--- src/design/tsc_pkg.sv ---
package tsc_pkg;

    localparam int word_size = 16;
    localparam int mem_depth = 256;     // indexed by low address bits

    // i-type opcodes
    localparam logic [3:0] op_adi = 4'd4;
    localparam logic [3:0] op_ori = 4'd5;
    localparam logic [3:0] op_lhi = 4'd6;
    localparam logic [3:0] op_lwd = 4'd7;
    localparam logic [3:0] op_swd = 4'd8;

    // branches, low two bits pick the condition
    localparam logic [3:0] op_bne = 4'd0;
    localparam logic [3:0] op_beq = 4'd1;
    localparam logic [3:0] op_bgz = 4'd2;
    localparam logic [3:0] op_blz = 4'd3;

    localparam logic [3:0] op_rtype = 4'd15;

    // r-type function field
    localparam logic [5:0] fn_add = 6'd0;
    localparam logic [5:0] fn_sub = 6'd1;
    localparam logic [5:0] fn_and = 6'd2;
    localparam logic [5:0] fn_orr = 6'd3;
    localparam logic [5:0] fn_not = 6'd4;
    localparam logic [5:0] fn_tcp = 6'd5;
    localparam logic [5:0] fn_shl = 6'd6;
    localparam logic [5:0] fn_shr = 6'd7;

    typedef enum logic [2:0] {
        alu_add = 3'(fn_add),
        alu_sub = 3'(fn_sub),
        alu_and = 3'(fn_and),
        alu_orr = 3'(fn_orr),
        alu_not = 3'(fn_not),
        alu_tcp = 3'(fn_tcp),
        alu_shl = 3'(fn_shl),
        alu_shr = 3'(fn_shr)
    } alu_op_e;

    // same 16 bits, two views
    typedef union packed {
        struct packed {
            logic [3:0] opcode;
            logic [1:0] rs;
            logic [1:0] rt;
            logic [1:0] rd;
            logic [5:0] func;
        } r_fmt;
        struct packed {
            logic [3:0] opcode;
            logic [1:0] rs;
            logic [1:0] rt;
            logic [7:0] imm;
        } i_fmt;
    } instr_u;

endpackage

--- src/design/alu_unit.sv ---
`timescale 1ns/100ps

module alu_unit (
    input  tsc_pkg::alu_op_e                  alu_op,
    input  logic [1:0]                        br_code,
    input  logic [tsc_pkg::word_size-1:0]     a,
    input  logic [tsc_pkg::word_size-1:0]     b,
    output logic [tsc_pkg::word_size-1:0]     result,
    output logic                              b_cond
);

    import tsc_pkg::*;

    always_comb begin
        case (alu_op)
            alu_add: result = a + b;
            alu_sub: result = a - b;
            alu_and: result = a & b;
            alu_orr: result = a | b;
            alu_not: result = ~a;
            alu_tcp: result = ~a + word_size'(1);   // two's complement of a
            alu_shl: result = a << 1;
            alu_shr: result = a >> 1;               // logical
            default: result = '0;
        endcase
    end

    // branch condition, code is the opcode low bits
    always_comb begin
        case (br_code)
            op_bne[1:0]: b_cond = (a != b);
            op_beq[1:0]: b_cond = (a == b);
            op_bgz[1:0]: b_cond = ($signed(a) > 0);
            op_blz[1:0]: b_cond = ($signed(a) < 0);
            default:     b_cond = 1'b0;
        endcase
    end

endmodule

--- src/design/ex_mem_reg.sv ---
`timescale 1ns/100ps

module ex_mem_reg (
    input  logic                              clk,
    input  logic                              arst_n,
    input  logic                              ex_valid,
    input  logic [tsc_pkg::word_size-1:0]     target_address,
    input  logic                              b_cond,
    input  logic [tsc_pkg::word_size-1:0]     alu_result,
    input  logic [tsc_pkg::word_size-1:0]     r_data2,
    input  logic [1:0]                        rd,
    input  logic                              mem_read,
    input  logic                              mem_write,
    input  logic                              b_op,
    input  logic                              reg_write,
    input  logic                              mem_to_reg,
    output logic                              valid_q,
    output logic [tsc_pkg::word_size-1:0]     target_address_q,
    output logic                              b_cond_q,
    output logic [tsc_pkg::word_size-1:0]     alu_result_q,
    output logic [tsc_pkg::word_size-1:0]     r_data2_q,
    output logic [1:0]                        rd_q,
    output logic                              mem_read_q,
    output logic                              mem_write_q,
    output logic                              b_op_q,
    output logic                              reg_write_q,
    output logic                              mem_to_reg_q
);

    always_ff @(posedge clk or negedge arst_n) begin
        if (!arst_n) begin
            valid_q          <= 1'b0;
            target_address_q <= '0;
            b_cond_q         <= 1'b0;
            alu_result_q     <= '0;
            r_data2_q        <= '0;
            rd_q             <= '0;
            mem_read_q       <= 1'b0;
            mem_write_q      <= 1'b0;
            b_op_q           <= 1'b0;
            reg_write_q      <= 1'b0;
            mem_to_reg_q     <= 1'b0;
        end else begin
            valid_q          <= ex_valid;
            target_address_q <= target_address;
            alu_result_q     <= alu_result;
            r_data2_q        <= r_data2;
            rd_q             <= rd;
            // a bubble drops every control bit
            b_cond_q         <= b_cond & ex_valid;
            mem_read_q       <= mem_read & ex_valid;
            mem_write_q      <= mem_write & ex_valid;
            b_op_q           <= b_op & ex_valid;
            reg_write_q      <= reg_write & ex_valid;
            mem_to_reg_q     <= mem_to_reg & ex_valid;
        end
    end

    a_rd_wr_excl: assert property (@(posedge clk) disable iff (!arst_n)
        !(mem_read_q && mem_write_q))
        else $error("load and store both pending in EX/MEM");

endmodule

--- src/design/execute_stage.sv ---
`timescale 1ns/100ps

module execute_stage (
    input  logic                              in_valid,
    input  tsc_pkg::instr_u                   instr,
    input  logic [tsc_pkg::word_size-1:0]     pc,
    input  logic [tsc_pkg::word_size-1:0]     rs_val,
    input  logic [tsc_pkg::word_size-1:0]     rt_val,
    output logic                              ex_valid,
    output logic [tsc_pkg::word_size-1:0]     target_address,
    output logic                              b_cond,
    output logic [tsc_pkg::word_size-1:0]     alu_result,
    output logic [tsc_pkg::word_size-1:0]     r_data2,
    output logic [1:0]                        rd,
    output logic                              mem_read,
    output logic                              mem_write,
    output logic                              b_op,
    output logic                              reg_write,
    output logic                              mem_to_reg
);

    import tsc_pkg::*;

    logic [word_size-1:0] imm_sext;
    logic [word_size-1:0] imm_zext;
    logic [word_size-1:0] alu_a;
    logic [word_size-1:0] alu_b;
    alu_op_e              alu_op;

    assign imm_sext = {{(word_size-8){instr.i_fmt.imm[7]}}, instr.i_fmt.imm};
    assign imm_zext = {{(word_size-8){1'b0}}, instr.i_fmt.imm};

    assign ex_valid       = in_valid;
    assign r_data2        = rt_val;                         // store data
    assign target_address = pc + word_size'(1) + imm_sext;  // separate branch adder

    always_comb begin
        alu_op     = alu_add;
        alu_a      = rs_val;
        alu_b      = imm_sext;
        rd         = instr.i_fmt.rt;    // i-type writes rt
        mem_read   = 1'b0;
        mem_write  = 1'b0;
        b_op       = 1'b0;
        reg_write  = 1'b0;
        mem_to_reg = 1'b0;
        case (instr.r_fmt.opcode)
            op_rtype: begin
                alu_op    = alu_op_e'(instr.r_fmt.func[2:0]);
                alu_b     = rt_val;
                rd        = instr.r_fmt.rd;
                reg_write = (instr.r_fmt.func[5:3] == 3'b000);   // unknown func is a no-op
            end
            op_adi: reg_write = 1'b1;
            op_ori: begin
                alu_op    = alu_orr;
                alu_b     = imm_zext;
                reg_write = 1'b1;
            end
            op_lhi: begin
                alu_op    = alu_orr;
                alu_a     = '0;
                alu_b     = {instr.i_fmt.imm, {(word_size-8){1'b0}}};
                reg_write = 1'b1;
            end
            op_lwd: begin
                mem_read   = 1'b1;
                mem_to_reg = 1'b1;
                reg_write  = 1'b1;
            end
            op_swd: mem_write = 1'b1;
            op_bne, op_beq, op_bgz, op_blz: begin
                alu_b = rt_val;     // compare rs against rt
                b_op  = 1'b1;
            end
            default: ;
        endcase
    end

    alu_unit u_alu (
        .alu_op  (alu_op),
        .br_code (instr.r_fmt.opcode[1:0]),
        .a       (alu_a),
        .b       (alu_b),
        .result  (alu_result),
        .b_cond  (b_cond)
    );

endmodule

--- src/design/mem_stage.sv ---
`timescale 1ns/100ps

module mem_stage (
    input  logic                              clk,
    input  logic                              arst_n,
    input  logic                              valid_q,
    input  logic [tsc_pkg::word_size-1:0]     alu_result_q,
    input  logic [tsc_pkg::word_size-1:0]     r_data2_q,
    input  logic [1:0]                        rd_q,
    input  logic                              mem_read_q,
    input  logic                              mem_write_q,
    input  logic                              reg_write_q,
    input  logic                              mem_to_reg_q,
    output logic                              wb_en,
    output logic [1:0]                        wb_rd,
    output logic [tsc_pkg::word_size-1:0]     wb_data
);

    import tsc_pkg::*;

    logic [word_size-1:0]         mem [mem_depth];
    logic [$clog2(mem_depth)-1:0] mem_addr;
    logic [word_size-1:0]         load_data;
    logic [word_size-1:0]         wb_next;

    assign mem_addr = alu_result_q[$clog2(mem_depth)-1:0];   // upper address bits ignored

    // store lands at the edge that ends the EX/MEM cycle
    always_ff @(posedge clk) begin
        if (valid_q && mem_write_q) begin
            mem[mem_addr] <= r_data2_q;
        end
    end

    // async read, so a load right behind a store sees the new word
    assign load_data = mem_read_q ? mem[mem_addr] : '0;
    assign wb_next   = mem_to_reg_q ? load_data : alu_result_q;

    always_ff @(posedge clk or negedge arst_n) begin
        if (!arst_n) begin
            wb_en   <= 1'b0;
            wb_rd   <= '0;
            wb_data <= '0;
        end else begin
            wb_en   <= valid_q & reg_write_q;
            wb_rd   <= rd_q;
            wb_data <= wb_next;
        end
    end

    a_load_wb: assert property (@(posedge clk) disable iff (!arst_n)
        (valid_q && mem_read_q) |-> (mem_to_reg_q && reg_write_q))
        else $error("load in EX/MEM without a memory writeback");

endmodule

--- src/design/tsc_backend.sv ---
`timescale 1ns/100ps

module tsc_backend (
    input  logic                              clk,
    input  logic                              arst_n,
    input  logic                              in_valid,
    input  tsc_pkg::instr_u                   instr,
    input  logic [tsc_pkg::word_size-1:0]     pc,
    input  logic [tsc_pkg::word_size-1:0]     rs_val,
    input  logic [tsc_pkg::word_size-1:0]     rt_val,
    output logic                              br_taken,
    output logic [tsc_pkg::word_size-1:0]     br_target,
    output logic                              wb_en,
    output logic [1:0]                        wb_rd,
    output logic [tsc_pkg::word_size-1:0]     wb_data
);

    import tsc_pkg::*;

    logic                 ex_valid;
    logic [word_size-1:0] target_address;
    logic                 b_cond;
    logic [word_size-1:0] alu_result;
    logic [word_size-1:0] r_data2;
    logic [1:0]           rd;
    logic                 mem_read;
    logic                 mem_write;
    logic                 b_op;
    logic                 reg_write;
    logic                 mem_to_reg;

    logic                 valid_q;
    logic [word_size-1:0] target_address_q;
    logic                 b_cond_q;
    logic [word_size-1:0] alu_result_q;
    logic [word_size-1:0] r_data2_q;
    logic [1:0]           rd_q;
    logic                 mem_read_q;
    logic                 mem_write_q;
    logic                 b_op_q;
    logic                 reg_write_q;
    logic                 mem_to_reg_q;

    execute_stage u_ex (
        .in_valid       (in_valid),
        .instr          (instr),
        .pc             (pc),
        .rs_val         (rs_val),
        .rt_val         (rt_val),
        .ex_valid       (ex_valid),
        .target_address (target_address),
        .b_cond         (b_cond),
        .alu_result     (alu_result),
        .r_data2        (r_data2),
        .rd             (rd),
        .mem_read       (mem_read),
        .mem_write      (mem_write),
        .b_op           (b_op),
        .reg_write      (reg_write),
        .mem_to_reg     (mem_to_reg)
    );

    ex_mem_reg u_ex_mem (
        .clk              (clk),
        .arst_n           (arst_n),
        .ex_valid         (ex_valid),
        .target_address   (target_address),
        .b_cond           (b_cond),
        .alu_result       (alu_result),
        .r_data2          (r_data2),
        .rd               (rd),
        .mem_read         (mem_read),
        .mem_write        (mem_write),
        .b_op             (b_op),
        .reg_write        (reg_write),
        .mem_to_reg       (mem_to_reg),
        .valid_q          (valid_q),
        .target_address_q (target_address_q),
        .b_cond_q         (b_cond_q),
        .alu_result_q     (alu_result_q),
        .r_data2_q        (r_data2_q),
        .rd_q             (rd_q),
        .mem_read_q       (mem_read_q),
        .mem_write_q      (mem_write_q),
        .b_op_q           (b_op_q),
        .reg_write_q      (reg_write_q),
        .mem_to_reg_q     (mem_to_reg_q)
    );

    mem_stage u_mem (
        .clk          (clk),
        .arst_n       (arst_n),
        .valid_q      (valid_q),
        .alu_result_q (alu_result_q),
        .r_data2_q    (r_data2_q),
        .rd_q         (rd_q),
        .mem_read_q   (mem_read_q),
        .mem_write_q  (mem_write_q),
        .reg_write_q  (reg_write_q),
        .mem_to_reg_q (mem_to_reg_q),
        .wb_en        (wb_en),
        .wb_rd        (wb_rd),
        .wb_data      (wb_data)
    );

    // redirect comes straight out of EX/MEM
    assign br_taken  = b_op_q & b_cond_q & valid_q;
    assign br_target = target_address_q;

endmodule

--- config.mk ---
export PLATFORM = sky130hd
export DESIGN_NAME = tsc_backend
export DESIGN_NICKNAME = d
export VERILOG_FILES = /design/src/design/tsc_pkg.sv /design/src/design/alu_unit.sv /design/src/design/ex_mem_reg.sv /design/src/design/execute_stage.sv /design/src/design/mem_stage.sv /design/src/design/tsc_backend.sv
export SDC_FILE = /design/constraint.sdc
export NUM_CORES = 2
export LEC_CHECK = 0
export BUFFER_PORTS_ARGS = -buffer_cell sky130_fd_sc_hd__clkbuf_2
export CAP_MARGIN = 0
export CORE_MARGIN = 3
export CORE_UTILIZATION = 30
export DETAILED_ROUTE_END_ITERATION = 8
export HOLD_SLACK_MARGIN = 0.15
export MAX_ROUTING_LAYER = met4
export SLEW_MARGIN = 25
export SYNTH_ARGS = -nofsm -noshare
export SYNTH_HDL_FRONTEND = slang
export SYNTH_SLANG_ARGS = --single-unit
--- constraint.sdc ---
create_clock -name clk -period 5.3 [get_ports clk]
set_input_delay 0.795 -clock clk [delete_from_list [all_inputs] [get_ports clk]]
set_output_delay 0.795 -clock clk [all_outputs]
set_load 0.1 [all_outputs]
==> impl_metrics.py <==
metrics = {
    "run_status": {
        "status": "finished clean",
    },
    "placement": {
        "place_area_um2": 176000,
        "dp_cells": 14746,
        "place.gp.congestion": 0.900,
        "dp_hpwl_mm": 283,
        "port_buffers": 100,
    },
    "die": {
        "num_io_pins": 103,
        "num_rows": 270,
        "initial_core_util": 0.301,
        "fp.dieW_um": 743,
        "die_area_um2": 552000,
        "die_h_um": 743,
        "core_um2": 541000,
    },
    "timing": {
        "finalHoldViolations": 0,
        "finClkSkew_ns": 0.0784,
        "finalMaxSlewViolations": 0,
        "slew_headroom": 0.138,
        "worst_hold_slack_ns": 0.242,
        "worstMarginPinSlew_ns": 1.29,
        "setup_viol": 0,
        "finalCriticalPeriod_ns": 4.63,
        "fmax_mhz": 216,
        "finalSetupTns_ns": 0,
        "period_share": 0.874,
        "rsz0062_at_grt": "no",
    },
    "yosys": {
        "synth_top_cell_by_area": "edfxtp_1",
        "synth_cell_types": 80,
        "syn_inst": 7267,
        "netlist_area_um2": 163000,
        "async_flop_share": 0.0180,
        "synth_top_cell_area_share": 0.755,
        "synth_area_leaders": "edfxtp_1 (75%), mux4_2 (16%), dfrtp_1 (1.2%)",
        "synthesis.nets": 7400,
        "yosysSeqAreaShare": 0.766,
        "synth_top_cells_by_count": "edfxtp_1 (4,096), mux4_2 (1,177), nor2_1 (335), clkbuf_1 (170), nand2_1 (161)",
        "yosysWarnings": 0,
        "synth.avg_cell_area_um2": 22.4,
        "synth_edf_count": 4096,
        "synth.most_common_cell": "edfxtp_1",
        "synth_ff_type": "edfxtp_1",
        "ys_ff_latch": 4171,
    },
    "layout": {
        "fin_area_um2": 190000,
        "syn_to_final_growth_pct": 16.8,
        "regArea_um2": 125000,
        "fin_nets": 8134,
        "fill_cells": 49308,
        "multi_input_area_um2": 36500,
        "drive_above_1_share": 0.327,
        "final_cells": 15587,
    },
    "global_routing": {
        "first_global_vias": 81785,
        "grt_usage": 0.169,
        "grt_pass1_wl_mm": 646,
        "grt.overflow.total": 0,
        "antenna_found_initial": 27,
        "grt_max_degree": 252,
    },
    "power": {
        "power.total_w": 0.0791,
        "cellPowerDensity_nw_per_um2": 416,
        "power.leakage_nw": 59.2,
        "ir_drop_mv": 0.283,
    },
    "route": {
        "vias": 82183,
        "drt_iter0_drc": 11346,
        "ant_nets": 0,
        "drc": 0,
        "wl_mm": 463,
        "wl_per_cell_um": 29.7,
        "detail_route.first_pass.iterations": 7,
        "via_per_inst": 5.27,
    },
    "setup_path": {
        "startpoint_type": "flip-flop",
        "critPathMaxFanout": 37,
        "arrival_ns": 5.30,
        "path_delay_family": "simple AND/OR/NAND/NOR gates",
        "cpPeakStageDelay_ns": 0.94,
        "crit_slowest_cell": "nor2b_1",
        "critPathBufInv": 4,
        "cp_cell_sequence": "buf_12 > buf_12 > nor2b_1 > nand2_2 > buf_4 > nor2_1 > buf_4",
        "crit_type": "flip-flop to flip-flop",
        "worst_setup_path_end_kind": "flip-flop",
        "worstPathRequired_ns": 5.97,
    },
    "clock_tree": {
        "cts_buffer_depth": 4,
        "tritoncts": "done",
        "post-cts-setup-buffers": 0,
        "clk_pin_slew_ns": 0.06,
        "numCtsBuffers": 420,
        "clkSinkCount": 4171,
        "clock_latency_ns": 0.99,
        "h-tree-depth": 5,
        "cts_root_buffer": "clkbuf_16",
    },
    "worst_hold_path": {
        "hold_path_class": "input port to flip-flop",
    },
    "run": {
        "maxCapViolCount": 0,
    },
}
==> metrics by stage <==
step	utilization	setup slack (ns)
finish	0.352	0.667
global route	0.352	0.680
CTS	0.352	0.797
detailed placement	0.326	0.477
global placement	0.326	0.392
floorplan	-	0.799
==> path summary, 6_finish.rpt <==
kind                                     startpoint                endpoint  slack [ns]  cells past startpoint
setup / recovery           u_ex_mem.alu_result_q[0]       u_mem.mem[174][7]        0.67                      7
hold / removal                            instr[12]    u_ex_mem.mem_write_q        0.24                      2
setup reg to reg           u_ex_mem.alu_result_q[0]       u_mem.mem[174][7]        0.67                      7
hold reg to reg                    u_ex_mem.rd_q[1]          u_mem.wb_rd[1]        0.35                      0
max in group asynchronous                    arst_n  u_ex_mem.r_data2_q[10]        3.75                      3
min in group asynchronous                    arst_n   u_ex_mem.r_data2_q[9]        0.31                      2
==> cell usage in the layout (no fill, tap or decap), drive strengths merged, types with 21 or more instances in the layout <==
cell type	synthesis	final
clkbuf	170	623
o22ai	32	32
clkinv	1	197
bufinv	0	38
inv	61	75
a22oi	75	75
o21ai	67	67
nor4	21	21
edfxtp	4096	4096
nor3	33	33
buf	234	581
ha	63	63
nand2	161	161
dfrtp	75	75
a21oi	76	76
nor2	336	336
mux4	1177	1177
dlygate4sd3	0	36
a31oi	26	26
mux2i	152	152
nand3	47	47
nand4	28	28
nor2b	30	30
xnor2	23	23
==> layer usage <==
metal,track usage,wire [um]
met1,0.224,183000
met2,0.255,213000
met3,0.0393,48200
met4,0.0562,18100
met5,-,0
==> area by class of cell <==
cell class | instances | share of cell area
Clock buffer | 524 | 0.0586
Inverter | 62 | 0.00131
Multi-Input combinational cell | 2630 | 0.192
Tap cell | 7208 | 0.0474
Timing Repair Buffer | 716 | 0.0317
Antenna cell | 19 | 0.000250
Clock inverter | 257 | 0.0125
Sequential cell | 4171 | 0.656
==> cells by family after synthesis <==
group           Yosys count  share of synthesized area
xor+xnor                 30                    0.00161
compound gates          471                     0.0204
fa+ha+maj                66                    0.00521
flops                  4171                      0.766
simple gates            724                     0.0200
buf+inv                 466                     0.0138
mux                    1339                      0.173
==> sequential cells by signal, summed over array words and instances, names as in the netlist, 2 cells and up <==
register / count
u_mem.mem: 4096
u_ex_mem.alu_result_q: 16
u_ex_mem.rd_q: 2
u_ex_mem.r_data2_q: 16
u_mem.wb_data: 16
u_mem.wb_rd: 2
u_ex_mem.target_address_q: 16
==> report_power, final <==
| group | leakage, nW | internal, W | switching (W) | total [W] |
|---|---|---|---|---|
| sequential | 37.7 | 0.0363 | 0.000551 | 0.0369 |
| clock | 6.64 | 0.0168 | 0.0125 | 0.0293 |
| combinational | 14.9 | 0.00499 | 0.00796 | 0.0130 |
| total | 59.2 | 0.0581 | 0.0210 | 0.0791 |
==> what timing repair did <==
action | CTS | global route
hold endpoints to repair | 66 | 0
hold buffers | 36 | 0
gates resized for setup | 0 | 0
Power figures use the tool's default switching activity.
